`src/harnessPkg.sv`:
```
package harnessPkg;

	//------------------------------------------------------------
	// command opcodes
	//------------------------------------------------------------
	localparam logic [7:0] opWrite     = 8'h00;   // store payload word
	localparam logic [7:0] opBurstRead = 8'h02;   // strided read, count words

	// single byte sent back for anything else
	localparam logic [7:0] errReply = 8'hEE;

	// opcode, two address bytes, four payload bytes
	localparam int cmdBytes = 7;

	//------------------------------------------------------------
	// payload word
	//------------------------------------------------------------
	// a write uses the whole word as data, a burst read splits it
	// into a count in the upper half and a stride in the lower half
	typedef union packed {
		logic [31:0] wrView;
		struct packed {
			logic [15:0] count;    // words to return
			logic [15:0] stride;   // address step per word
		} rdView;
	} cmdPayload_u;

endpackage

```
`src/resultSerialize.sv`:
```
`timescale 1ns/100ps

module resultSerialize import harnessPkg::*; (
	input  logic        sys_clk_p,
	input  logic        rstN,
	input  logic [31:0] wordData,
	input  logic        wordStrobe,
	input  logic        errStrobe,
	input  logic        txBusy,
	output logic [7:0]  txByte,
	output logic        txStart,
	output logic        serBusy
);

	logic [31:0] outWord;     // next byte sits in the top lane
	logic [2:0]  bytesLeft;

	// hand a byte over as soon as the line is free
	assign txStart = (bytesLeft != 3'd0) && !txBusy;
	assign txByte  = outWord[31:24];

	//------------------------------------------------------------
	// byte count and busy
	//------------------------------------------------------------
	always_ff @(posedge sys_clk_p or negedge rstN) begin
		if (!rstN) begin
			bytesLeft <= '0;
			serBusy   <= 1'b0;
		end else if (wordStrobe) begin
			bytesLeft <= 3'd4;
			serBusy   <= 1'b1;
		end else if (errStrobe) begin
			bytesLeft <= 3'd1;   // just the error code
			serBusy   <= 1'b1;
		end else if (txStart) begin
			bytesLeft <= bytesLeft - 1'b1;
			if (bytesLeft == 3'd1)
				serBusy <= 1'b0;   // last byte has started
		end
	end

	always_ff @(posedge sys_clk_p) begin
		if (wordStrobe)
			outWord <= wordData;
		else if (errStrobe)
			outWord <= {errReply, 24'h000000};
		else if (txStart)
			outWord <= {outWord[23:0], 8'h00};
	end

endmodule

```
`config.mk`:
```
export PLATFORM = sky130hd
export DESIGN_NAME = resultSerialize
export DESIGN_NICKNAME = d
export VERILOG_FILES = /design/src/harnessPkg.sv /design/src/resultSerialize.sv
export SDC_FILE = /design/constraint.sdc
export NUM_CORES = 1
export LEC_CHECK = 0
export BUFFER_PORTS_ARGS = -buffer_cell sky130_fd_sc_hd__buf_4
export CAP_MARGIN = 20
export CORE_MARGIN = 3
export CORE_UTILIZATION = 51
export CTS_CLUSTER_SIZE = 30
export DETAILED_ROUTE_END_ITERATION = 8
export GPL_TIMING_DRIVEN = 0
export PLACE_DENSITY = 0.77
export RECOVER_POWER = 100
export SLEW_MARGIN = 10
export SYNTH_ARGS = -nofsm -noshare
export SYNTH_HDL_FRONTEND = slang
export SYNTH_SLANG_ARGS = --single-unit
```
`constraint.sdc`:
```
create_clock -name sys_clk_p -period 2.73 [get_ports sys_clk_p]
set_input_delay 0.546 -clock sys_clk_p [delete_from_list [all_inputs] [get_ports sys_clk_p]]
set_output_delay 0.546 -clock sys_clk_p [all_outputs]
set_load 0.01 [all_outputs]
```
# Word level (Yosys, flattened, before mapping)
# Index checks and enable logic that the tools add are counted.
# Widths: inputs -> output; s select.
# classes
mux,10
eq_ne,1
n_reduce_logical,6
addsub,1
# ops
op,count
$mux 32,3
$mux 3,3
$reduce_bool 3->1,3
$mux 1,4
$eq 3x1->1 const B,1
$sub 3x1->3 const B,1
$reduce_and 2->1,1
$logic_and 1x1->1,1
$logic_not 1->1,1
# word_totals
out_inout_bits,10
input_bits,37
register_bits,36

# Longest topological paths before layout
# depth
ltp_word,5
ltp_mapped,6

# Least setup slack after synthesis
# Ideal clock, no wire load.
# synth_timing
kind,input to register
start,in wordStrobe
end,"reg outWord[0], enable pin"
path_buffers,2
stages,4
path_slack_ns,0.671
required_time_ns,2.252
arrival_time_ns,1.581
setup_ns,0.478
cell_sequence,buf_2 > nor2_4 > buf_4 > nand2_1
# synth_between
elab_chain_len,1
# synth_rtl
element,line,rtl
"start, declared",resultSerialize.sv:7,"input logic wordStrobe,"
$reduce_bool 3->1 (no line),-,
"end signal, assigned",resultSerialize.sv:44,outWord <= wordData;
"end signal, assigned",resultSerialize.sv:46,"outWord <= {errReply, 24'h000000};"
"end signal, assigned",resultSerialize.sv:48,"outWord <= {outWord[23:0], 8'h00};"
"end, declared",resultSerialize.sv:15,logic [31:0] outWord;
# Every way passes these cells.
# A chain may end at the register's enable or synchronous reset.

# Worst setup path in the final report
# layout_timing
start,in wordStrobe
end,"reg outWord[28], enable pin"
# Same word-level chain as after synthesis.

==> impl_metrics.env <==
export IMPL_startpoint="wordStrobe"
export IMPL_synth_commonest_cells="32 x edfxtp_1, 16 x a22o_1, 10 x buf_4, 10 x nand2_1"
export IMPL_path_clk_slew_ps=110
export IMPL_syn_area_sq_mm=0.00163
export IMPL_num_fill_cells=202
export IMPL_grt_max_degree=19
export IMPL_grt_pass1_wl_microns=5090
export IMPL_vias=1106
export IMPL_die_width_microns=62.5
export IMPL_numCtsBuffers=5
export IMPL_cp_required_ps=2830
export IMPL_antenna_found_initial=0
export IMPL_tightest_slew_ps=678
export IMPL_die_h_microns=62.5
export IMPL_fin_tns_setup_ps=0
export IMPL_start_util_pct=56.2
export IMPL_skew_ps=8.97
export IMPL_grt_pass1_vias=1120
export IMPL_synth_warning_count=0
export IMPL_synth_top_cells_by_area="edfxtp_1 59%, a22o_1 8.6%, dfrtp_1 6.1%, buf_4 4.6%, and2_1 3.1%"
export IMPL_drt_initial_drc_count=25
export IMPL_reg2reg_to="outWord[28]$_DFFE_PP_"
export IMPL_ys_seq_elements=36
export IMPL_synth_edf_count=32
export IMPL_track_usage_pct=17.2
export IMPL_drtAntennaViolNets=0
export IMPL_setup_violations=0
export IMPL_p_per_area_mw_per_mm2=537
export IMPL_drive_above_1_share_pct=35.6
export IMPL_cts_sinks=36
export IMPL_wl_per_cell_microns=14.3
export IMPL_io_buffers=45
export IMPL_reg2reg_depth=6
export IMPL_ys_seq_area_share_pct=65.1
export IMPL_path_class="in -> reg"
export IMPL_syn_instance_count=122
export IMPL_yosysMostFrequentCell="edfxtp_1"
export IMPL_insertedDiodeCount=0
export IMPL_syn2layout_area_growth_pct=27.6
export IMPL_setup_slack_ps=557
export IMPL_dpl_cell_area_sq_mm=0.00205
export IMPL_ir_drop_uv=416
export IMPL_cp_end_kind="flip-flop"
export IMPL_synth_nets=162
export IMPL_core_area_sq_mm=0.00290
export IMPL_dp_hpwl_microns=2340
export IMPL_cp_data_arrival_time_ps=2270
export IMPL_layout_min_cycle_time_ps=2170
export IMPL_pin_count=47
export IMPL_fin_util_pct=71.7
export IMPL_holdPathEnd="serBusy$_DFFE_PN0P_"
export IMPL_grt_overflow_total=0
export IMPL_hold_class="in -> reg"
export IMPL_place_inst=210
export IMPL_clockBufferDepth=2
export IMPL_path_max_fanout=18
export IMPL_maxClockFrequency_mhz=460
export IMPL_setup_worst_path_start_class="input port"
export IMPL_cts_tree="yes"
export IMPL_final_cell_area_sq_mm=0.00208
export IMPL_drc=0
export IMPL_cap_viol_max_count=0
export IMPL_finalCritPeriodShare_pct=79.6
export IMPL_finalMaxSlewViolations=0
export IMPL_synth_cell_types=25
export IMPL_final_cells=219
export IMPL_gp_congestion=0.755
export IMPL_r2r_start="bytesLeft[0]$_DFFE_PN0P_"
export IMPL_p_leak_nw=0.891
export IMPL_rows=19
export IMPL_vias_per_cell=5.05
export IMPL_slew_headroom_pct=54.7
export IMPL_whs_path_depth=3
export IMPL_rsz0062_at_grt="no"
export IMPL_hold_start="txBusy"
export IMPL_synth_top_area_cell="edfxtp_1"
export IMPL_wl_microns=3120
export IMPL_clk_latency_ps=330
export IMPL_cts_root_buf="clkbuf_4"
export IMPL_synth_area_per_cell_sq_um=13.4
export IMPL_async_reset_ff_share_pct=11.1
export IMPL_finalHoldViolCount=0
export IMPL_nNetsFinal=216
export IMPL_first_pass_iters=4
export IMPL_status="completed"
export IMPL_htreeDepth=2
export IMPL_rrSetupSlack_ps=670
export IMPL_die_area_sq_mm=0.00391
export IMPL_dp_slack_ps=547
export IMPL_ys_flop_type="edfxtp_1"
export IMPL_synth_top_area_share_pct=58.9
==> routing by layer <==
layer / global-route usage (%) / up-vias / wire (microns)
met5: 0 / - / 0
met1: 18.0 / 504 / 1150
met3: 5.40 / 11 / 220
li1: - / 541 / -
met4: 12.1 / 0 / 95
met2: 29.0 / 50 / 1650
==> critical path, stage by stage <==
cell,delay (ps)
clkbuf_1,160
nor2_1,520
buf_4,290
nand2_1,410
buf_16,340
==> report_power, final <==
part	total, mW	internal, mW	leakage, nW	switching (mW)
clock	0.268	0.0980	0.0259	0.170
combinational	0.176	0.0997	0.472	0.0763
sequential	0.673	0.657	0.393	0.0155
total	1.12	0.855	0.891	0.262
==> layout make-up <==
type                    count  area [sq um]  share of cell area [%]
plain buffers              15          96.3                    4.63
clock buffers               6          41.3                    1.99
clock inverters             2          11.3                   0.542
inverters                   5          18.8                   0.903
multi-input cells          66           430                    20.7
flip-flops and latches     36          1060                    51.0
well taps                  42          52.6                    2.53
repair buffers             47           368                    17.7
==> placed cells by master, fill, tap and decap left out, types with 2 or more instances in the layout <==
master	Yosys	layout
buf_2	3	2
buf_4	10	45
edfxtp_1	32	32
inv_1	4	5
clkbuf_1	2	6
nor2_1	8	9
o21ai_0	8	8
dfrtp_1	4	4
a22o_1	16	16
ha_1	3	3
nand2_1	10	11
nand2b_1	2	3
and2_1	8	3
and2_0	0	5
clkbuf_4	0	13
==> kinds of logic (layout without fill, tap and decap cells) <==
kind of cell	after synthesis	in the layout	synth area share [%]
AND/OR/NAND/NOR	33	33	11.1
buffers and inverters	20	75	7.14
multiplexers	1	1	0.614
flip-flops	36	36	65.1
AO/OA/AOI/OAI	29	29	13.7
adder cells (fa/ha/maj)	3	3	2.30
==> registers in the layout, indices dropped and copies added, names as in the netlist <==
| signal | cells |
|---|---|
| outWord | 32 |
| bytesLeft | 3 |
| serBusy | 1 |
==> stage by stage <==
step | power [mW] | hold WS [ps]
after floorplan | 0.780 | 250
after global placement | 0.853 | 344
after detailed placement | 0.871 | 347
after CTS | 1.13 | 472
after global routing | 1.17 | 461
final | 1.12 | 481
==> worst max path at each step <==
stage | endpoint | slack, ps | cells after the start
3_5_place_dp | outWord[10]$_DFFE_PP_ | 550 | 5
2_1_floorplan | outWord[0]$_SDFFCE_PN0P_ | 670 | 4
4_1_cts | txStart | 660 | 6
6_report | outWord[28]$_DFFE_PP_ | 560 | 5
5_1_grt | outWord[29]$_DFFE_PP_ | 330 | 5
3_3_place_gp | outWord[8]$_DFFE_PP_ | 300 | 4
==> what timing repair did <==
action | CTS | global route
setup buffers | 0 | 0
endpoints found under the hold margin | 4 | 0
hold buffers | 1 | 0
gates resized for setup | 0 | 0
Power figures use the tool's default switching activity.
