[src/harnessPkg.sv]
package harnessPkg;

	//------------------------------------------------------------
	// command opcodes
	//------------------------------------------------------------
	localparam logic [7:0] opWrite     = 8'h00;   // store payload word
	localparam logic [7:0] opBurstRead = 8'h02;   // strided read, count words

	// single byte sent back for anything else
	localparam logic [7:0] errReply = 8'hEE;

	// opcode, two address bytes, four payload bytes
	localparam int cmdBytes = 7;

	//------------------------------------------------------------
	// payload word
	//------------------------------------------------------------
	// a write uses the whole word as data, a burst read splits it
	// into a count in the upper half and a stride in the lower half
	typedef union packed {
		logic [31:0] wrView;
		struct packed {
			logic [15:0] count;    // words to return
			logic [15:0] stride;   // address step per word
		} rdView;
	} cmdPayload_u;

endpackage

[src/cmdDecode.sv]
`timescale 1ns/100ps

module cmdDecode import harnessPkg::*; #(
	parameter int clkPerBit = 16
) (
	input  logic        sys_clk_p,
	input  logic        rstN,
	input  logic [7:0]  rxByte,
	input  logic        rxStrobe,
	output logic [7:0]  cmdOp,
	output logic [15:0] cmdAddr,
	output cmdPayload_u cmdPayload,
	output logic        cmdStrobe
);

	localparam int frameW   = cmdBytes * 8;
	localparam int cntW     = $clog2(cmdBytes + 1);
	localparam int gapLimit = 40 * clkPerBit;   // four frames of 10 bits
	localparam int gapW     = $clog2(gapLimit + 1);

	logic [frameW-1:0] frameBuf;
	logic [cntW-1:0]   byteCnt;
	logic [gapW-1:0]   idleTimer;
	logic              lastByte;

	assign lastByte = rxStrobe && (byteCnt == cntW'(cmdBytes - 1));

	//------------------------------------------------------------
	// byte count and idle timeout
	//------------------------------------------------------------
	always_ff @(posedge sys_clk_p or negedge rstN) begin
		if (!rstN) begin
			byteCnt   <= '0;
			idleTimer <= '0;
			cmdStrobe <= 1'b0;
		end else begin
			cmdStrobe <= lastByte;
			if (rxStrobe) begin
				idleTimer <= '0;
				byteCnt   <= lastByte ? '0 : byteCnt + 1'b1;
			end else if (byteCnt != '0) begin
				if (idleTimer == gapW'(gapLimit)) begin
					byteCnt   <= '0;   // stale partial frame
					idleTimer <= '0;
				end else begin
					idleTimer <= idleTimer + 1'b1;
				end
			end
		end
	end

	// msb first, so older bytes move up
	always_ff @(posedge sys_clk_p) begin
		if (rxStrobe)
			frameBuf <= {frameBuf[frameW-9:0], rxByte};
	end

	// field split, valid alongside cmdStrobe
	assign cmdOp      = frameBuf[55:48];
	assign cmdAddr    = frameBuf[47:32];
	assign cmdPayload = frameBuf[31:0];

endmodule

[config.mk]
export PLATFORM = sky130hd
export DESIGN_NAME = cmdDecode
export DESIGN_NICKNAME = d
export VERILOG_FILES = /design/src/harnessPkg.sv /design/src/cmdDecode.sv
export SDC_FILE = /design/constraint.sdc
export NUM_CORES = 1
export LEC_CHECK = 0
export BUFFER_PORTS_ARGS = -buffer_cell sky130_fd_sc_hd__buf_2
export CAP_MARGIN = 20
export CORE_ASPECT_RATIO = 0.5
export CORE_MARGIN = 2
export CORE_UTILIZATION = 46
export DETAILED_ROUTE_END_ITERATION = 16
export HOLD_SLACK_MARGIN = 0.1
export PLACE_DENSITY = 0.74
export SKIP_LAST_GASP = 1
export SLEW_MARGIN = 20
export SYNTH_ARGS = -nofsm -noshare
export SYNTH_HDL_FRONTEND = slang
export SYNTH_SLANG_ARGS = --single-unit
[constraint.sdc]
create_clock -name sys_clk_p -period 1.35 [get_ports sys_clk_p]
set_input_delay 0.2025 -clock sys_clk_p [delete_from_list [all_inputs] [get_ports sys_clk_p]]
set_output_delay 0.2025 -clock sys_clk_p [all_outputs]
set_load 0.01 [all_outputs]
; Word-level counts from Yosys, hierarchy flattened
; Cells that the tools add are included.
[word_totals]
latch_bits = 0
mem_bits_ro = 0
ramBits = 0
reg_bits = 70
memories = 0
out_inout_bits = 57
in_bits = 11
wordCells = 20
[classes]
n_lt_le_gt_ge = 0
n_div = 0
n_mul = 0
n_shift = 0
bitwise_logic = 0
n_reduce_logical = 5
n_eq_ne = 2
mux = 7
addsub = 2
[ops]
columns = op, count
row1 = 10-bit 2-to-1 mux, 3
row2 = 3-bit 2-to-1 mux, 4
row3 = "10-bit by 1-bit adder with 10-bit output, second input constant", 1
row4 = "10-bit == test, second input constant", 1
row5 = 2-bit nonzero test, 2
row6 = "3-bit by 1-bit adder with 3-bit output, second input constant", 1
row7 = "3-bit == test, second input constant", 1
row8 = 3-bit nonzero test, 1
row9 = 2-bit AND reduction, 1
row10 = 1-bit logical AND, 1

; Logic depth before layout (Yosys ltp)
; Gate-level depths: netlist of the first run.
[depth]
ltp_word = 4
mapped_depth = 6
mapped_depth_nobuf = 6

; Worst setup path after synthesis of the first run
; OpenSTA, ideal clock, no wires.
[synth_timing]
path_type = register -> register
startpoint = register byteCnt[0]
endpoint = register idleTimer[4]
setup_time_ns = 0.126
required_time_ns = 1.224
arrival_ns = 1.288
path_stages_with_launch = 7
slack_ns = -0.064
path_buffers = 0
period_less_slack_ns = 1.414
cell_sequence = dfrtp_1 > inv_1 > ha_1 > nor3b_2 > nor3b_1 > xnor2_1 > nor2_1
[synth_between]
elab_chain_cells = 2
[synth_rtl]
columns = element, line_no
row1 = "start, declared", cmdDecode.sv:22  ; logic [cntW-1:0] byteCnt;
row2 = "start signal, assigned", cmdDecode.sv:40  ; byteCnt <= lastByte ? '0 : byteCnt + 1'b1;
row3 = 3-bit nonzero test, cmdDecode.sv:41  ; end else if (byteCnt != '0) begin
row4 = 2-bit nonzero test (no line), -
row5 = "end signal, assigned", cmdDecode.sv:46  ; idleTimer <= idleTimer + 1'b1;
row6 = "end, declared", cmdDecode.sv:23  ; logic [gapW-1:0] idleTimer;
; Every way passes these cells.
; A chain may end at the register's enable or synchronous reset.

; Worst setup path after layout of the first run
[layout_timing]
startpoint = register idleTimer[3]
endpoint = register idleTimer[9]
[layout_between]
elab_chain_cells = 4
elab_cells_between_ends = 5
cone_classes = add/sub: 1 / eq/ne: 1 / mux: 3
[layout_rtl]
columns = element, line_no
row1 = 10-bit by 1-bit adder with 10-bit output or 10-bit == test (tied branches), "cmdDecode.sv:46, cmdDecode.sv:42"
row2 = 10-bit 2-to-1 mux (*), cmdDecode.sv:42  ; if (idleTimer == gapW'(gapLimit)) begin
row3 = 10-bit 2-to-1 mux (*), cmdDecode.sv:41
row4 = 10-bit 2-to-1 mux (*), cmdDecode.sv:38  ; if (rxStrobe) begin
; Every way passes the cells marked *; elsewhere a longest branch is shown, timed or not. The select of a mux whose other input is x is not followed.

==> results of run 1 <==
## power groups by stage
stage	sequential [mW]	clock, mW	combinational, mW
after detailed placement	2.69	0	0.791
final	2.66	1.80	1.07
after global routing	2.68	1.92	1.17
after global placement	2.68	0	0.758
after CTS	2.65	1.84	0.943
after floorplan	2.75	0	0.300
## cell usage after synthesis (all sizes together), types with 2 or more instances
master	instances
a21oi	3
dfrtp	14
edfxtp	56
ha	5
inv	4
nand2	7
nand2b	2
nand3	5
nand4	2
nor2	10
nor2b	2
nor3	2
nor3b	3
nor4	2
nor4b	2
o21ai	2
xnor2	8
## sequential cells by signal, indices dropped and copies added, names as in the netlist
| signal | count |
|---|---|
| byteCnt | 3 |
| cmdStrobe | 1 |
| frameBuf | 56 |
| idleTimer | 10 |
## metrics by stage
step                TNS (ns)  hold WS (ns)  instances  setup WS, ns
global route           -1.40         0.307        321        -0.191
floorplan            -0.0107       -0.0931        133      -0.00712
finish                -0.674         0.294        321        -0.144
detailed placement     -1.23         0.126        288        -0.165
global placement      -0.703         0.111        288        -0.124
CTS                   -0.263         0.284        318       -0.0791
## cell usage in the layout (no fill, tap or decap), drive strengths merged
| cell type | n |
|---|---|
| and3 | 1 |
| a31oi | 1 |
| nor4 | 2 |
| dfrtp | 14 |
| dlygate4sd3 | 9 |
| nand4 | 2 |
| nand2 | 7 |
| clkinvlp | 1 |
| nor3b | 3 |
| buf | 93 |
| a21oi | 3 |
| nor2 | 10 |
| nor2b | 2 |
| nor4b | 2 |
| o21ai | 2 |
| inv | 4 |
| bufinv | 2 |
| nand3 | 5 |
| edfxtp | 56 |
| ha | 5 |
| clkbuf | 12 |
| xnor2 | 8 |
| nor3 | 2 |
| o21bai | 2 |
| clkinv | 1 |
| nand2b | 2 |
## worst max-delay path, delay by kind of cell (launching register included)
family	cells	cell delay, ns
buf+inv	1	0.16
flops	1	0.39
simple gates	3	0.66
xor+xnor	1	0.17
## layer usage
| metal | GRT usage [%] | vias up | wire length [um] |
|---|---|---|---|
| met1 | 19.4 | 749 | 1910 |
| li1 | - | 723 | - |
| met4 | 9.46 | 0 | 122 |
| met5 | 0 | - | 0 |
| met2 | 26.4 | 71 | 2400 |
| met3 | 5.74 | 11 | 387 |
## timing repair
action,4_1_cts,5_1_grt
resized for setup,11,12
setup endpoints to repair,13,13
buffers inserted,5,3
hold buffers,9,0
hold endpoints to repair,22,0
pin swaps,7,10
cloned,1,0
## final timing paths
check / slack (ns) / startpoint / to / cells after the start
max: -0.14 / idleTimer[3]$_DFFE_PN0P_ / idleTimer[9]$_DFFE_PN0P_ / 5
min: 0.29 / rstN / idleTimer[4]$_DFFE_PN0P_ / 2
max reg2reg: -0.14 / idleTimer[3]$_DFFE_PN0P_ / idleTimer[9]$_DFFE_PN0P_ / 5
min reg2reg: 0.44 / frameBuf[18]$_DFFE_PP_ / frameBuf[26]$_DFFE_PP_ / 0
max in group asynchronous: 0.81 / rstN / idleTimer[9]$_DFFE_PN0P_ / 2
min in group sys_clk_p: 0.30 / rxStrobe / idleTimer[1]$_DFFE_PN0P_ / 3
## cells by family (layout without fill, tap and decap cells)
logic type	after synthesis	in the layout
compound gates	7	8
flops	70	70
buf+inv	5	122
xor+xnor	8	8
simple gates	38	38
fa+ha+maj	5	5
## layout make-up
class / count / area (um2)
clock buffers: 12 / 145
clock inverters: 4 / 72.6
fillers: 302 / 1490
inverters: 4 / 15.0
multi-input cells: 59 / 520
flip-flops and latches: 70 / 2030
well taps: 70 / 87.6
repair buffers: 102 / 657
==> metrics.cfg, run 1 <==
[status]
outcome=finished with violations
violations=setup timing

[floorplanning]
ios=68
rows=18
start_util_pct=48.8
die_h_um=55.6
core_area_um2=5020
die-area_um2=5970
dieWidth_um=107

[yosys]
syn-num-nets=149
syn_area_um2=2450
yosysTopAreaCellShare_pct=68.6
synth_cells=133
ys_warn_count=0
syn_area_per_cell_um2=18.4
ys_types=23
synth_top_family_by_area=simple AND/OR/NAND/NOR gates
synth_seq_cells=70
ys_async_sr_fraction_pct=20.0
yosys-top-cells-area=edfxtp_1, dfrtp_1, xnor2_1, ha_1, nor2_1
synth-compound-area-share_pct=2.04
synthSimpleGateAreaFrac_pct=8.93
synth-xor-area-share_pct=2.86
muxShareOfSynthArea_pct=0
synth_top_area_cell=edfxtp_1
synth_adder_area_share_pct=2.55
synth_edf_count=56
synth-main-ff-cell=edfxtp_1
ys_seq_area_share_pct=82.9

[setup_path]
endpoint_kind=flop
critical_path_class=reg -> reg
worstPathCellList=buf_4, nand4_1, nor4_2, xnor2_1, nor2_1
critical_path_peak_fanout=4
start_kind=flop
crit_slowest_cell=dfrtp_1
crit_path_max_incr_delay_ns=0.39
worstPathRequired_ns=1.57
cp.arrival_ns=1.71

[power_and_ir_drop]
pwr-share-clk_pct=32.6
p_per_area_nw_per_um2=1570
ir_drop_mv=0.692
seqPwrFrac_pct=48.0
p_int_mw=4.19
switchingPower_mw=1.34
pwr-share-comb_pct=19.4
leakagePower_nw=1.47
swShare_pct=24.2
power.total_mw=5.53

[sta]
fin_ws_ns=-0.144
rsz0062_at_grt=yes
min_period_over_period_pct=111
timing.fmax_mhz=669
maxSlewHeadroom_pct=78.0
setup_viol=10
hold_viol_final=0
layout_min_cycle_time_ns=1.49
tightest_slew_ns=0.330
slew_violations=0
finClkSkew_ns=0.00642

[routing]
num_vias=1554
drt-total-wl_mm=4.82
drtPass1Iterations=4
final_antenna_net_count=0
wl_per_cell_um=15.0
drc=0
via_per_inst=4.84
drtIter0Drc=110

[clock_tree]
tritoncts=yes
cts_sinks=70
clk_pin_slew_ns=0.07
cts_buffer_depth=2
root_buffer=clkbuf_8
clk_latency_ns=0.34
htreeDepth=3
numCtsBuffers=9

[global_route]
grt_pass1_vias=1505
overflow=0
antenna_found_initial=0
grt_usage_pct=16.4
grt_first_pass_wirelength_mm=7.24
grt_max_degree=57

[layout]
utilization_pct=70.3
area_delta_synth_final_pct=43.9
fin_area_um2=3530
nets=262
drive_gt1_share_pct=51.0
insertedDiodeCount=0

[worst_hold_path]
hold_path.class=in -> async

[run]
maxCapViolCount=0

[placement]
dpl-instance-area_um2=3040
dp_hpwl_mm=2.90
gp_congestion=0.859
port_buffers=67

(Power assumes the default switching activity.)
==> run 2: changes to the inputs <==
- ABC_CLOCK_PERIOD_IN_PS: not set -> 1350
- CORE_ASPECT_RATIO: 0.5 -> 2
- CORE_UTILIZATION: 46 -> 39
- PLACE_DENSITY: 0.74 -> not set
==> metrics.cfg, run 2 (same netlist as run 1, synthesis figures left out) <==
[sta]
rsz0062_at_grt=yes
maxSlewHeadroom_pct=76.4  ; -1.6 points
fin_ws_ns=-0.0850  ; +0.0587 ns
timing.fmax_mhz=697  ; +4.1%
hold_viol_final=0  ; unchanged
layout_min_cycle_time_ns=1.44  ; -0.0587 ns
setup_viol=11  ; +1
tightest_slew_ns=0.354  ; +0.0237 ns
hold_ws_ns=0.301  ; +0.00741 ns
min_period_over_period_pct=106  ; -4.4 points
slew_violations=0  ; unchanged
finClkSkew_ns=0.00753  ; +0.00111 ns

[floorplanning]
core_area_um2=6060  ; +21%
die-area_um2=6980  ; +17%
start_util_pct=40.5  ; -8.3 points
die_h_um=116  ; +110%
ios=68  ; unchanged
rows=40  ; +22
dieWidth_um=60.1  ; -44%

[routing]
wl_per_cell_um=14.4  ; -4.2%
via_per_inst=4.62  ; -4.5%
final_antenna_net_count=0  ; unchanged
drc=0  ; unchanged
drt-total-wl_mm=4.75  ; -1.5%
num_vias=1526  ; -1.8%
drtIter0Drc=37  ; -66%
drtPass1Iterations=4  ; unchanged

[clock_tree]
numCtsBuffers=9  ; unchanged
cts_buffer_depth=2  ; unchanged
tritoncts=yes
clk_latency_ns=0.33  ; about the same
clk_pin_slew_ns=0.06  ; about the same
cts_sinks=70  ; unchanged
root_buffer=clkbuf_16
htreeDepth=3  ; unchanged

[layout]
final_cell_mix=buf_2, edfxtp_1, buf_4, dfrtp_1, nor2_1
drive_gt1_share_pct=47.2  ; -3.8 points
nets=258  ; -1.5%
final_common_cell=buf_2
utilization_pct=58.5  ; -12 points
area_delta_synth_final_pct=44.4
insertedDiodeCount=0  ; unchanged
largestRegisters=frameBuf (56), idleTimer (10), byteCnt (3)
largest_register_ff_count=56  ; unchanged
regMostFlops=frameBuf

[setup_path]
cpLargestDelayFamily=simple AND/OR/NAND/NOR gates
crit_path_max_incr_delay_ns=0.37  ; -0.02 ns
critical_path_class=reg -> reg
cp.arrival_ns=1.64  ; -0.07 ns
critical_path_peak_fanout=7  ; +3
crit_slowest_cell=dfrtp_1
path_buf_inv=2  ; +1
start_kind=flop
worstPathCellList=inv_2, ha_4, nor3b_4, buf_12, nor4b_4, xnor2_1, nor2_1
endpoint_kind=flop
worstPathRequired_ns=1.56  ; about the same

[placement]
dp_hpwl_mm=3.13  ; +7.7%
port_buffers=67  ; unchanged
dp_slack_ns=-0.218  ; -0.0528 ns
gp_congestion=0.688  ; -20%

[run]
maxCapViolCount=0  ; unchanged

[global_route]
overflow=0  ; unchanged
grt_usage_pct=15.1  ; -1.3 points
grt_max_degree=30  ; -47%
grt_pass1_vias=1515  ; +0.66%
grt_first_pass_wirelength_mm=7.38  ; +2.0%
antenna_found_initial=0  ; unchanged

[status]
violations=setup timing
outcome=finished with violations

[worst_hold_path]
hold_path.class=in -> async

[power_and_ir_drop]
p_per_area_nw_per_um2=1620  ; +3.6%
ir_drop_mv=0.993  ; +43%
leakagePower_nw=1.45  ; -1.4%

run 2: cell types whose count changed in the layout (fill, tap and decap cells not counted), moves of 2 or more:
cell / delta
a21oi_2: -2
clkbuf_8: -10
buf_4: -2
a21oi_1: +2
clkbuf_16: +9
nand3_1: +2
run 2: area by class of cell:
class | count | area, um2
fill | 477 | 2510
sequential | 70 | 2030
timing repair buffer | 98 | 611
multi-input combinational | 59 | 497
clock buffer | 11 | 233
tap | 84 | 105
clock inverter | 4 | 48.8
inverter | 4 | 15.0
run 2: power breakdown:
part	switching, mW	internal, mW	leakage, nW
Sequential	0.134	2.54	0.736
Combinational	0.428	0.433	0.582
Clock	0.808	1.41	0.129
run 2: path summary, 6_finish.rpt:
kind | to | slack [ns] | cells past startpoint | startpoint
worst max-delay path | idleTimer[6]$_DFFE_PN0P_ | -0.09 | 7 | byteCnt[0]$_DFFE_PN0P_
worst min-delay path | idleTimer[5]$_DFFE_PN0P_ | 0.30 | 2 | rstN
worst max register to register | idleTimer[6]$_DFFE_PN0P_ | -0.09 | 7 | byteCnt[0]$_DFFE_PN0P_
worst min register to register | frameBuf[37]$_DFFE_PP_ | 0.44 | 0 | frameBuf[29]$_DFFE_PP_
max in group asynchronous | byteCnt[2]$_DFFE_PN0P_ | 0.79 | 2 | rstN
min in group sys_clk_p | idleTimer[8]$_DFFE_PN0P_ | 0.38 | 3 | rxStrobe
run 2: repair_timing:
action / 4_1_cts / 5_1_grt
setup buffers: 8 / 0
gates resized for setup: 13 / 2
pin swaps: 9 / 9
hold buffers: 9 / 0
hold endpoints to repair: 22 / 0
setup endpoints to repair: 11 / 13
cloned: 1 / 0
run 2: through the flow:
stage | TNS [ns] | cells | power (mW) | instance area (um2)
after floorplan | -0.0107 | 133 | 3.05 | 2470
after global placement | -1.45 | 298 | 3.38 | 3020
after detailed placement | -1.51 | 298 | 3.41 | 3020
after CTS | -0.379 | 330 | 5.81 | 3530
after global routing | -1.29 | 330 | 6.02 | 3540
final | -0.454 | 330 | 5.75 | 3540
run 2: layer usage:
metal / GRT usage, % / up-vias / routed length, um
met5: 0 / - / 0
li1: - / 716 / -
met1: 16.2 / 743 / 1780
met2: 25.0 / 58 / 2540
met3: 5.32 / 9 / 313
met4: 8.59 / 0 / 113
