--- src/uartLink.sv ---
`timescale 1ns/100ps

module uartLink #(
	parameter int clkPerBit = 16
) (
	input  logic       sys_clk_p,
	input  logic       rstN,
	input  logic       uartRx,
	output logic       uartTx,
	output logic [7:0] rxByte,
	output logic       rxStrobe,
	input  logic [7:0] txByte,
	input  logic       txStart,
	output logic       txBusy
);

	localparam int cntW = $clog2(clkPerBit);

	//------------------------------------------------------------
	// receiver
	//------------------------------------------------------------
	logic [1:0]      rxSync;
	logic            rxLine;
	logic            rxActive;
	logic [cntW-1:0] rxCnt;
	logic [3:0]      rxBitIdx;   // 0 start, 1..8 data, 9 stop
	logic [7:0]      rxShift;
	logic            rxSample;

	assign rxLine   = rxSync[1];
	assign rxSample = rxActive && (rxCnt == '0);

	always_ff @(posedge sys_clk_p or negedge rstN) begin
		if (!rstN) begin
			rxSync <= 2'b11;   // idle line is high
		end else begin
			rxSync <= {rxSync[0], uartRx};
		end
	end

	always_ff @(posedge sys_clk_p or negedge rstN) begin
		if (!rstN) begin
			rxActive <= 1'b0;
			rxCnt    <= '0;
			rxBitIdx <= '0;
			rxStrobe <= 1'b0;
		end else begin
			rxStrobe <= 1'b0;
			if (!rxActive) begin
				if (!rxLine) begin
					// falling edge, wait half a bit to land mid start bit
					rxActive <= 1'b1;
					rxCnt    <= cntW'(clkPerBit / 2 - 1);
					rxBitIdx <= '0;
				end
			end else if (rxCnt != '0) begin
				rxCnt <= rxCnt - 1'b1;
			end else begin
				rxCnt    <= cntW'(clkPerBit - 1);
				rxBitIdx <= rxBitIdx + 1'b1;
				if (rxBitIdx == 4'd0 && rxLine) begin
					rxActive <= 1'b0;   // glitch, not a real start bit
				end else if (rxBitIdx == 4'd9) begin
					rxActive <= 1'b0;
					rxStrobe <= rxLine;   // bad stop bit drops the byte
				end
			end
		end
	end

	always_ff @(posedge sys_clk_p) begin
		if (rxSample && rxBitIdx >= 4'd1 && rxBitIdx <= 4'd8)
			rxShift <= {rxLine, rxShift[7:1]};   // lsb arrives first
		if (rxSample && rxBitIdx == 4'd9 && rxLine)
			rxByte <= rxShift;
	end

	//------------------------------------------------------------
	// transmitter
	//------------------------------------------------------------
	logic [8:0]      txShift;   // data bits then stop bit
	logic [cntW-1:0] txCnt;
	logic [3:0]      txBitIdx;

	always_ff @(posedge sys_clk_p or negedge rstN) begin
		if (!rstN) begin
			uartTx   <= 1'b1;
			txBusy   <= 1'b0;
			txCnt    <= '0;
			txBitIdx <= '0;
		end else if (!txBusy) begin
			if (txStart) begin
				txBusy   <= 1'b1;
				uartTx   <= 1'b0;   // start bit
				txCnt    <= cntW'(clkPerBit - 1);
				txBitIdx <= '0;
			end
		end else if (txCnt != '0) begin
			txCnt <= txCnt - 1'b1;
		end else begin
			txCnt <= cntW'(clkPerBit - 1);
			if (txBitIdx == 4'd9) begin
				txBusy <= 1'b0;   // stop bit period done
			end else begin
				uartTx   <= txShift[txBitIdx];
				txBitIdx <= txBitIdx + 1'b1;
			end
		end
	end

	always_ff @(posedge sys_clk_p) begin
		if (txStart && !txBusy)
			txShift <= {1'b1, txByte};
	end

endmodule

--- config.mk ---
export PLATFORM = sky130hd
export DESIGN_NAME = uartLink
export DESIGN_NICKNAME = d
export VERILOG_FILES = /design/src/uartLink.sv
export SDC_FILE = /design/constraint.sdc
export NUM_CORES = 1
export LEC_CHECK = 0
export BUFFER_PORTS_ARGS = -buffer_cell sky130_fd_sc_hd__clkbuf_2
export CAP_MARGIN = 20
export CORE_MARGIN = 2
export CORE_UTILIZATION = 46
export CTS_BUF_LIST = sky130_fd_sc_hd__clkbuf_4 sky130_fd_sc_hd__clkbuf_8 sky130_fd_sc_hd__clkbuf_16
export DETAILED_ROUTE_END_ITERATION = 7
export PLACE_DENSITY_LB_ADDON = 0.12
export REMOVE_ABC_BUFFERS = 1
export SETUP_SLACK_MARGIN = 0.05
export SLEW_MARGIN = 10
export SYNTH_ARGS = -nofsm -noshare
export SYNTH_HDL_FRONTEND = slang
export SYNTH_SLANG_ARGS = --single-unit
--- constraint.sdc ---
create_clock -name sys_clk_p -period 5.45 [get_ports sys_clk_p]
set_input_delay 0.2725 -clock sys_clk_p [delete_from_list [all_inputs] [get_ports sys_clk_p]]
set_output_delay 0.2725 -clock sys_clk_p [all_outputs]
set_load 0.02 [all_outputs]
# After elaboration in Yosys (flattened, before gate mapping)
# Index checks and enable logic that the tools add are counted.
# word_totals
rom_bits,0
word_cells,72
regBits,46
n_memories,0
in_bits,12
latch_bits,0
output_inout_bits,11
ramBits,0
# classes
n_shift,0
n_reduce_logical,15
muxes,32
n_mul,0
n_bitwise,0
div_mod_pow,0
magnitude_cmp,3
eq_ne,6
add_sub_neg,4
# op_table
op,n
two-way mux 4 bit,13
two-way mux 1 bit,18
adder 4 x 1 -> 4 bit (second input constant),2
equality test 4 bit (second input constant),2
zero test 4 bit,2
nonzero test 4 bit,2
subtractor 4 x 1 -> 4 bit (second input constant),2
logical AND 1 bit,7
!= test 2 bit (second input constant),3
less-than comparator 4 x 5 -> 1 bit (second input constant),1
binary-select mux 1 bit (select 4 bit),1
greater-or-equal comparator 4 x 1 -> 1 bit (second input constant),1
<= comparator 4 bit (second input constant),1
AND reduction 3 bit,1
!= test 2 x 1 -> 1 bit (second input constant),1
AND reduction 2 bit,1
nonzero test 2 bit,1
zero test 1 bit,1

# Depth between registers and ports, before layout
# Gate-level depths: netlist of run 1.
# depth
ltp_word,5
depth_mapped,6

# Worst setup path before layout of run 1
# OpenSTA, ideal clock, no wires.
# synth_timing
kind,reg-to-reg
start,register rxCnt[0]
end,register rxByte[0] (enable)
stages_incl_launch_ff,7
setup_ns,0.332
n_path_buf,0
setup_slack_ns,3.653
arrival_ns,1.465
required_time_ns,5.118
path_cell_list,dfrtp_1 > inv_1 > ha_1 > nor3b_2 > nand2_1 > nor3_1 > and2_1
# synth_via
elab_chain_cells,4
# synth_lines
item,line_no,source
"start, declared",25,logic [cntW-1:0] rxCnt;
"start signal, assigned",53,rxCnt <= cntW'(clkPerBit / 2 - 1);
"start signal, assigned",57,rxCnt <= rxCnt - 1'b1;
"start signal, assigned",59,rxCnt <= cntW'(clkPerBit - 1);
zero test 4 bit,31,assign rxSample = rxActive && (rxCnt == '0);
logical AND 1 bit,31,
logical AND 1 bit (2 in a row),74,if (rxSample && rxBitIdx == 4'd9 && rxLine)
"end signal, assigned",75,rxByte <= rxShift;
"end, declared",10,"output logic [7:0] rxByte,"
# No other way between the ends.
# A chain may end at the register's enable or synchronous reset.

# Worst setup path after layout of run 1
# Same ends and word-level chain as after synthesis.

==> PnR_summary.wiki, run 1 <==
{| class="wikitable"
! Metric !! Value
|-
| Result of the run || finished, final reports clean
|-
| Met3 usage in global routing || under 10%
|-
| Total leakage power || about 0.9 nW
|-
| Sum of negative setup slack || 0 ps
|-
| Slowest library cell on the worst path || dfrtp_1
|-
| Total congestion overflow after global routing || 0
|-
| Peak Freq || 0.4739 GHz
|-
| Floorplan die area || 4679 um^2
|-
| Number of standard cells after synthesis || 139
|-
| Delay contributed by the slowest stage of the critical path || 420 ps
|-
| Critical-path maximum fanout || 8
|-
| Final routed wirelength across all metal layers || 3005 um
|-
| Post-synthesis average cell area || 13.73 um^2
|-
| Xor and xnor fraction of the mapped netlist area || 2.295%
|-
| Areal power density over the cells || 448.1 nW/um^2
|-
| Number of buffers inserted by port buffering || 22
|-
| Worst-path clk slew || around 80 ps
|-
| Max-slew violation count || 0
|-
| TritonCTS clock tree || yes
|-
| Chip Width || 68.41 um
|-
| Hold_sp || uartRx
|-
| Synth cell types || 34
|-
| Number of max-cap violations || 0
|-
| I/O pin count || 23
|-
| Post-CTS Setup Repair Bufs || 0
|-
| Cell Area, Placed || 2071 um^2
|-
| Required time at the worst-slack endpoint || 5420 ps
|-
| Relative max-transition margin || a little over half
|-
| Source of the worst register-to-register timing path || rxCnt[0]
|-
| Cell area after synthesis || around 1900 um^2
|-
| Number of search-and-repair iterations in the first detailed-routing pass || 4
|-
| Routed wire length per instance || roughly 14 um
|-
| Inserted Clock Buffers || 5
|-
| Most common library cell in the layout ignoring fill and taps || edfxtp_1
|-
| Register-to-register setup slack || 3340 ps
|-
| Buf/Inv on CP || 1
|-
| Filler Cell Count || 339
|-
| Met1 usage in global routing || 17.42%
|-
| Arrival time of the worst setup path || 2080 ps
|-
| Worst Reg-to-Reg Cells || 6
|-
| Final worst clock skew || 5.297 ps
|-
| Power after layout || 0.9739 mW
|-
| Clock latency of the later-clocked register in the worst-skew pair || 300 ps
|-
| Nets@finish || 187
|-
| Fraction of final layout cells with drive strength greater than 1 || 22.62%
|-
| Initial Utilization || 47.70%
|-
| Startpoint kind of the worst setup timing path || flip-flop
|-
| Number of gates given a new drive strength after cts || 0
|-
| Pin count of the biggest net entering global routing || 23
|-
| Post-detail-place hpwl || 2136 um
|-
| Simple-gate share of the synthesized area || 11.15%
|-
| Number of design rule violations left after detail routing || 0
|-
| Maximum buffer depth of the clock tree || 2
|-
| Vias/cell || 5.399
|-
| Worst Hold Path Cells || 1
|-
| Initial antenna violation count || 0
|-
| Number of synthesized register bits || 46
|-
| Multi-input gate area || 581.8 um^2
|-
| H-Tree Level Count || 2
|-
| Worst ir drop on vdd || between 0.2 and 0.25 mV
|-
| Endpoint of the worst hold-timing path || rxSync[0]
|-
| Routability congestion estimate from global placement || 0.7817
|-
| Number of placement rows || 23
|-
| Remaining antenna violation count || 0
|-
| Root Driver || clkbuf_8
|-
| Hold_buf cts || 1
|-
| Vias || 1177
|-
| Most frequent cells in the layout || edfxtp_1 (24), clkbuf_2 (22), dfrtp_1 (19), inv_1 (11), nor2_1 (10)
|-
| Portion of the post-synthesis area used by sequential elements || 66.82%
|-
| Antenna fix cells || 0
|-
| Met2 global-route usage || 24.76%
|-
| Category of the most critical setup path || reg -> reg
|-
| Dominant register cell in the synthesized netlist || edfxtp_1
|-
| Share of synthesized cell area in full adder, half adder and majority cells || 5.246%
|-
| Vertical extent of the die || 68.41 um
|-
| Final critical-path share of the clock period || 38.72%
|-
| Overall routing resource usage || between 10% and 20%
|-
| Classification of the worst-slack hold path || in -> reg
|-
| Clock tree sinks || 46
|-
| Setup crit end kind || flip-flop
|-
| Area occupied by registers || about 1300 um^2
|-
| Area delta synth->final || 13.90%
|-
| Drt first-iter violations || 56
|-
| First-pass GRT wire length || 5037 um
|-
| Async SR Flop Fraction || 47.83%
|-
| Setup repair after global routing missed its margin || false
|-
| Combinational family with the most area after synthesis || simple AND/OR/NAND/NOR gates
|-
| Minimum clock period || 2110 ps
|-
| Synthesis warning total || 0
|-
| Placeable core region || ~4000 um^2
|-
| Multiplexer area fraction after synthesis || 3.082%
|-
| Final instance area || about 2200 um^2
|-
| Final hold violation count || 0
|-
| Most Used Layer, Global Route || met2
|-
| Compound-gate portion of the synthesized area || 8.721%
|-
| EDFF count, synth || 24
|-
| Endpoint of the lowest-slack register-to-register path || rxByte[0]
|-
| Number of global-route vias before repair || 1121
|-
| Series of cell instances along the critical path || inv_1, ha_1, nor3b_2, nand2_1, nor3_1, and2_1
|-
| Worst Tran Pin Value || 697.0 ps
|-
| Crit path max-delay family || simple AND/OR/NAND/NOR gates
|-
| Number of endpoints failing setup at the final stage || 0
|}
[kinds of logic (layout without fill, tap and decap cells)]
logic type,after synthesis,count (layout)
xor+xnor,5,5
compound gates,25,25
fa+ha+maj,8,8
simple gates,39,39
mux,3,3
flops,46,46
buf+inv,13,42
[sequential cells by signal, summed over array words and instances, names as in the netlist, 2 cells and up]
register  cells
rxBitIdx      4
rxByte        8
rxCnt         4
rxShift       8
rxSync        2
txBitIdx      4
txCnt         4
txShift       8
[how the worst max path moves through the flow]
stage	startpoint	end	slack [ps]	depth (start not counted)
after detailed placement	rxCnt[0]	rxByte[5]	3360	6
after global placement	rxCnt[0]	rxByte[4]	3500	6
after CTS	rxCnt[0]	rxByte[0]	3340	6
after global routing	rxCnt[0]	rxByte[0]	3130	6
after floorplan	rxCnt[0]	rxByte[0]	3640	6
final	rxCnt[0]	rxByte[0]	3340	6
[metrics by stage]
step / setup WS [ps] / hold slack [ps] / std cells / utilization, %
floorplan: 3644 / -23.09 / 137 / -
global placement: 3498 / 278.0 / 209 / 51.77
detailed placement: 3358 / 289.8 / 209 / 51.77
CTS: 3343 / 37.29 / 218 / 54.33
global route: 3128 / 39.05 / 218 / 54.33
finish: 3340 / 53.81 / 218 / 54.33
[synth_stat cells, drive strengths merged, types with 3 or more instances]
cell type  instances  area [um^2]
dfrtp             19        475.5
o31ai              4        30.03
a21oi              8        40.04
nand3              6        30.03
edfxtp            24        720.7
inv               11        41.29
nand2              7        26.28
nand3b             3        22.52
o21ai              4        23.77
nor3               3        15.01
ha                 8        100.1
xor2               4        35.03
nor2              10        37.54
dfstp              3        78.83
a22oi              3        22.52
[final cells by class]
cell class / instances / area share [%]
multi-input cells: 80 / 26.77
well taps: 50 / 2.879
repair buffers: 23 / 5.527
clock inverters: 3 / 1.094
clock buffers: 5 / 3.166
inverters: 11 / 1.900
flip-flops and latches: 46 / 58.66
[power breakdown]
part / switching [mW] / total, mW / internal, mW
Combinational: 0.121 / 0.245 / 0.125
Sequential: 0.0810 / 0.521 / 0.440
Clock: 0.116 / 0.208 / 0.0916
[layer usage]
layer	part of all wire (%)	routed length, um	up-vias
met4	2.0	60	0
li1	-	-	561
met1	42	1277	586
met3	5.1	153	5
met2	50	1514	25
met5	0	0	-
Power figures use the tool's default switching activity.
==> run 2: changes to the inputs <==
- ABC_AREA: not set -> 1
- clock period: 5.45 -> 1.7 ns (I/O delays scaled with it)
==> run 2 against run 1 <==
  * Cell count is 23% higher
  * Non-clock buffer count is 14 higher
  * Largest power group unchanged
  * Die area is 4.6% higher
  * Synthesized cell count is 27% higher
  * Core utilization is 6.0 points higher
  * Final area is 13% higher
  * Critical path type unchanged
==> PnR_summary.wiki, run 2 <==
{| class="wikitable"
! Metric !! Value
|-
| Simple-gate share of the synthesized area || 15.94% (+4.8 points)
|-
| Setup crit end kind || flip-flop
|-
| Share of synthesized cell area in full adder, half adder and majority cells || 5.000% (-0.25 points)
|-
| Combinational family with the most area after synthesis || simple AND/OR/NAND/NOR gates
|-
| Fraction of final layout cells with drive strength greater than 1 || 27.40% (+4.8 points)
|-
| Registers with the most flip-flops || rxByte: 8 flops, rxShift: 8 flops, txShift: 8 flops
|-
| Largest area contributor in the synthesized netlist || edfxtp_1
|-
| Delay contributed by the slowest stage of the critical path || 360 ps (-60 ps)
|-
| Critical-path maximum fanout || 8 (unchanged)
|-
| Number of search-and-repair iterations in the first detailed-routing pass || 4 (unchanged)
|-
| Vertical extent of the die || 69.97 um (+2.3%)
|-
| Vias || 1308 (+11%)
|-
| Pin count of the biggest net entering global routing || 23 (unchanged)
|-
| Internal power of the cells || 2.126 mW (+220%)
|-
| Routed wire length per instance || 12.05 um (-13%)
|-
| Share of power burned in the clock network || 32.2% (+11 points)
|-
| Register-to-register setup slack || 130 ps (-3210 ps)
|-
| Inserted Clock Buffers || 5 (unchanged)
|-
| Remaining antenna violation count || 0 (unchanged)
|-
| Number of design rule violations left after detail routing || 0 (unchanged)
|-
| Root Driver || clkbuf_8
|-
| Number of global-route vias before repair || 1198 (+6.9%)
|-
| Number of buffers inserted by port buffering || 22 (unchanged)
|-
| Gate power share || 19.0% (-6.2 points)
|-
| Drt first-iter violations || 75 (+34%)
|-
| Total congestion overflow after global routing || 0 (unchanged)
|-
| Worst-path clk slew || 80 ps (about the same)
|-
| Category of the most critical setup path || reg -> reg
|-
| Async SR Flop Fraction || 47.83% (unchanged)
|-
| Proportion of power drawn by flip-flops and latches || 48.8% (-4.7 points)
|-
| Multiplexer area fraction after synthesis || 0% (-3.1 points)
|-
| Most frequent cells in the layout || edfxtp_1 (24), nand2_1 (23), inv_1 (22), clkbuf_2 (22), dfrtp_1 (19)
|-
| Synth cell types || 27 (-21%)
|-
| TritonCTS clock tree || yes
|-
| Worst Tran Pin Value || 550.1 ps (-147.0 ps)
|-
| Result of the run || finished, final reports clean
|-
| Most common library cell in the layout ignoring fill and taps || edfxtp_1
|-
| Number of endpoints failing setup at the final stage || 0 (unchanged)
|-
| Clock tree sinks || 46 (unchanged)
|-
| Final hold violation count || 0 (unchanged)
|-
| Top-count cell post-synth || edfxtp_1
|-
| Most frequent cells after synthesis || edfxtp_1 (24), inv_1 (23), nand2_1 (23)
|-
| Number of max-cap violations || 0 (unchanged)
|-
| Worst ir drop on vdd || 0.7513 mV (+230%)
|-
| Area occupied by registers || 1275 um^2 (unchanged)
|-
| Slowest library cell on the worst path || dfrtp_1
|-
| Worst setup slack after layout || 128.0 ps (-3212 ps)
|-
| Final worst clock skew || 8.913 ps (+3.616 ps)
|-
| Arrival time of the worst setup path || 1590 ps (-490 ps)
|-
| Startpoint kind of the worst setup timing path || flip-flop
|-
| Cell types with the largest area share after synthesis || edfxtp_1 (36%), dfrtp_1 (24%), ha_1 (5.0%)
|-
| Series of cell instances along the critical path || inv_1, ha_2, nand2_2, nor2_4, nand2_4, nor3_4, buf_6
|-
| Portion of the post-synthesis area used by sequential elements || 63.69% (-3.1 points)
|-
| Post-detail-place hpwl || 2332 um (+9.2%)
|-
| Sum of negative setup slack || 0 ps (unchanged)
|-
| Worst setup slack after placement || 74.02 ps (-3283 ps)
|-
| Multi-input gate area || 628.1 um^2 (+8.0%)
|-
| Xor and xnor fraction of the mapped netlist area || 1.312% (-0.98 points)
|-
| Peak Freq || 0.6362 GHz (+34%)
|-
| Initial antenna violation count || 0 (unchanged)
|-
| Vias/cell || 4.862 (-9.9%)
|-
| Final critical-path share of the clock period || 92.47% (+54 points)
|-
| Compound-gate portion of the synthesized area || 7.625% (-1.1 points)
|-
| Final routed wirelength across all metal layers || 3241 um (+7.9%)
|-
| Area delta synth->final || 23.19%
|-
| Total leakage power || 1.087 nW (+22%)
|-
| Routability congestion estimate from global placement || 0.8161 (+4.4%)
|-
| Maximum buffer depth of the clock tree || 2 (unchanged)
|-
| Overall routing resource usage || 13.89% (-1.2 points)
|-
| Required time at the worst-slack endpoint || 1720 ps (-3700 ps)
|-
| Max-slew violation count || 0 (unchanged)
|-
| Placeable core region || 4086 um^2 (+2.2%)
|-
| Antenna fix cells || 0 (unchanged)
|-
| Synthesis warning total || 0 (unchanged)
|-
| Minimum clock period || 1572 ps (-538.2 ps)
|-
| Chip Width || 69.97 um (+2.3%)
|-
| Net switching power of the design || 0.7809 mW (+150%)
|-
| Floorplan die area || 4896 um^2 (+4.6%)
|-
| EDFF count, synth || 24 (unchanged)
|-
| Cell area after synthesis || 2002 um^2 (+4.9%)
|-
| Number of standard cells after synthesis || 176 (+27%)
|-
| Filler Cell Count || 341 (+0.59%)
|-
| First-pass GRT wire length || 5230 um (+3.8%)
|-
| I/O pin count || 23 (unchanged)
|-
| Post-synthesis average cell area || 11.37 um^2 (-17%)
|-
| Switch share || 26.86% (-5.8 points)
|-
| Number of placement rows || 23 (unchanged)
|-
| Dominant register cell in the synthesized netlist || edfxtp_1
|-
| Nets@finish || 238 (+27%)
|-
| Clock latency of the later-clocked register in the worst-skew pair || 300 ps (about the same)
|-
| Initial Utilization || 48.99% (+1.3 points)
|-
| H-Tree Level Count || 2 (unchanged)
|-
| Number of synthesized register bits || 46 (unchanged)
|-
| Relative max-transition margin || 63.33% (+9.8 points)
|-
| Classification of the worst-slack hold path || in -> reg
|-
| Areal power density over the cells || 1179 nW/um^2 (+160%)
|-
| Proportion of netlist area held by the largest area contributor || 36.00% (-1.8 points)
|-
| Setup repair after global routing missed its margin || false
|}
[run 2: changes by cell type after synthesis, moves of 3 or more]
cell	previous run	this run
inv_1	11	23
nand3b_1	3	0
nand2_1	7	23
o21ai_1	0	4
inv_2	0	7
a21oi_1	8	4
o21ai_0	3	11
nand3_1	6	16
o31ai_1	4	0
nand2_2	0	4
[run 2: power by group through the flow]
stage	combinational, mW	sequential, mW	clock (mW)
floorplan	0.363	1.42	0
global placement	0.457	1.43	0
detailed placement	0.487	1.44	0
CTS	0.508	1.41	0.959
global route	0.632	1.44	1.01
finish	0.552	1.42	0.936
[run 2: worst paths after layout]
path / startpoint / to / cells past startpoint
max in group asynchronous: rstN / rxSync[1] / 2
min in group asynchronous: rstN / rxBitIdx[0] / 2
max reg2reg: rxCnt[0] / rxShift[2] / 7
min: txStart / txBusy / 5
max: rxCnt[0] / rxShift[2] / 7
min reg2reg: rxSync[0] / rxSync[1] / 0
[run 2: layer usage]
layer  vias to the layer above  wire length [um]  global-route usage, %
met3                         5               186                  4.185
met5                         -                 0                      0
li1                        672                 -                      -
met2                        35              1550                  21.69
met1                       596              1458                  17.01
met4                         0                46                  8.120
[run 2: what timing repair did]
| action | in CTS | in global routing |
|---|---|---|
| endpoints found under the setup margin | 0 | 16 |
| hold endpoints to repair | 28 | 0 |
| hold buffers | 10 | 0 |
| resized for setup | 0 | 9 |
| buffers inserted | 0 | 2 |
[run 2: cell families after synthesis]
| logic type | after synthesis |
|---|---|
| adder cells (fa/ha/maj) | 8 |
| buffers and inverters | 32 |
| AO/OA/AOI/OAI | 26 |
| AND/OR/NAND/NOR | 61 |
| flip-flops | 46 |
| XOR/XNOR | 3 |
[run 2: metrics by stage]
stage               instances  hold slack, ps  util, %  total power [mW]  area, um^2
detailed placement        249           96.61    53.37             1.926        2181
global route              269           204.3    60.35             3.080        2466
finish                    269           188.3    60.35             2.907        2466
CTS                       267           189.0    59.06             2.881        2414
floorplan                 174          -210.6        -             1.785        1986
global placement          249           89.57    53.37             1.891        2181
[run 2: cell type report]
class                   instances  area share, %
flip-flops and latches         46          51.70
multi-input cells              98          25.47
repair buffers                 37          10.35
inverters                      30          4.566
clock buffers                   5          2.790
clock inverters                 3          2.588
well taps                      50          2.537
[run 2: worst max-delay path, delay by kind of cell, from the launching register on]
kind / cells / cell delay (ps)
DFF: 1 / 360
and+or+nand+nor: 4 / 480
buffers and inverters: 2 / 250
adders and majority gates: 1 / 200
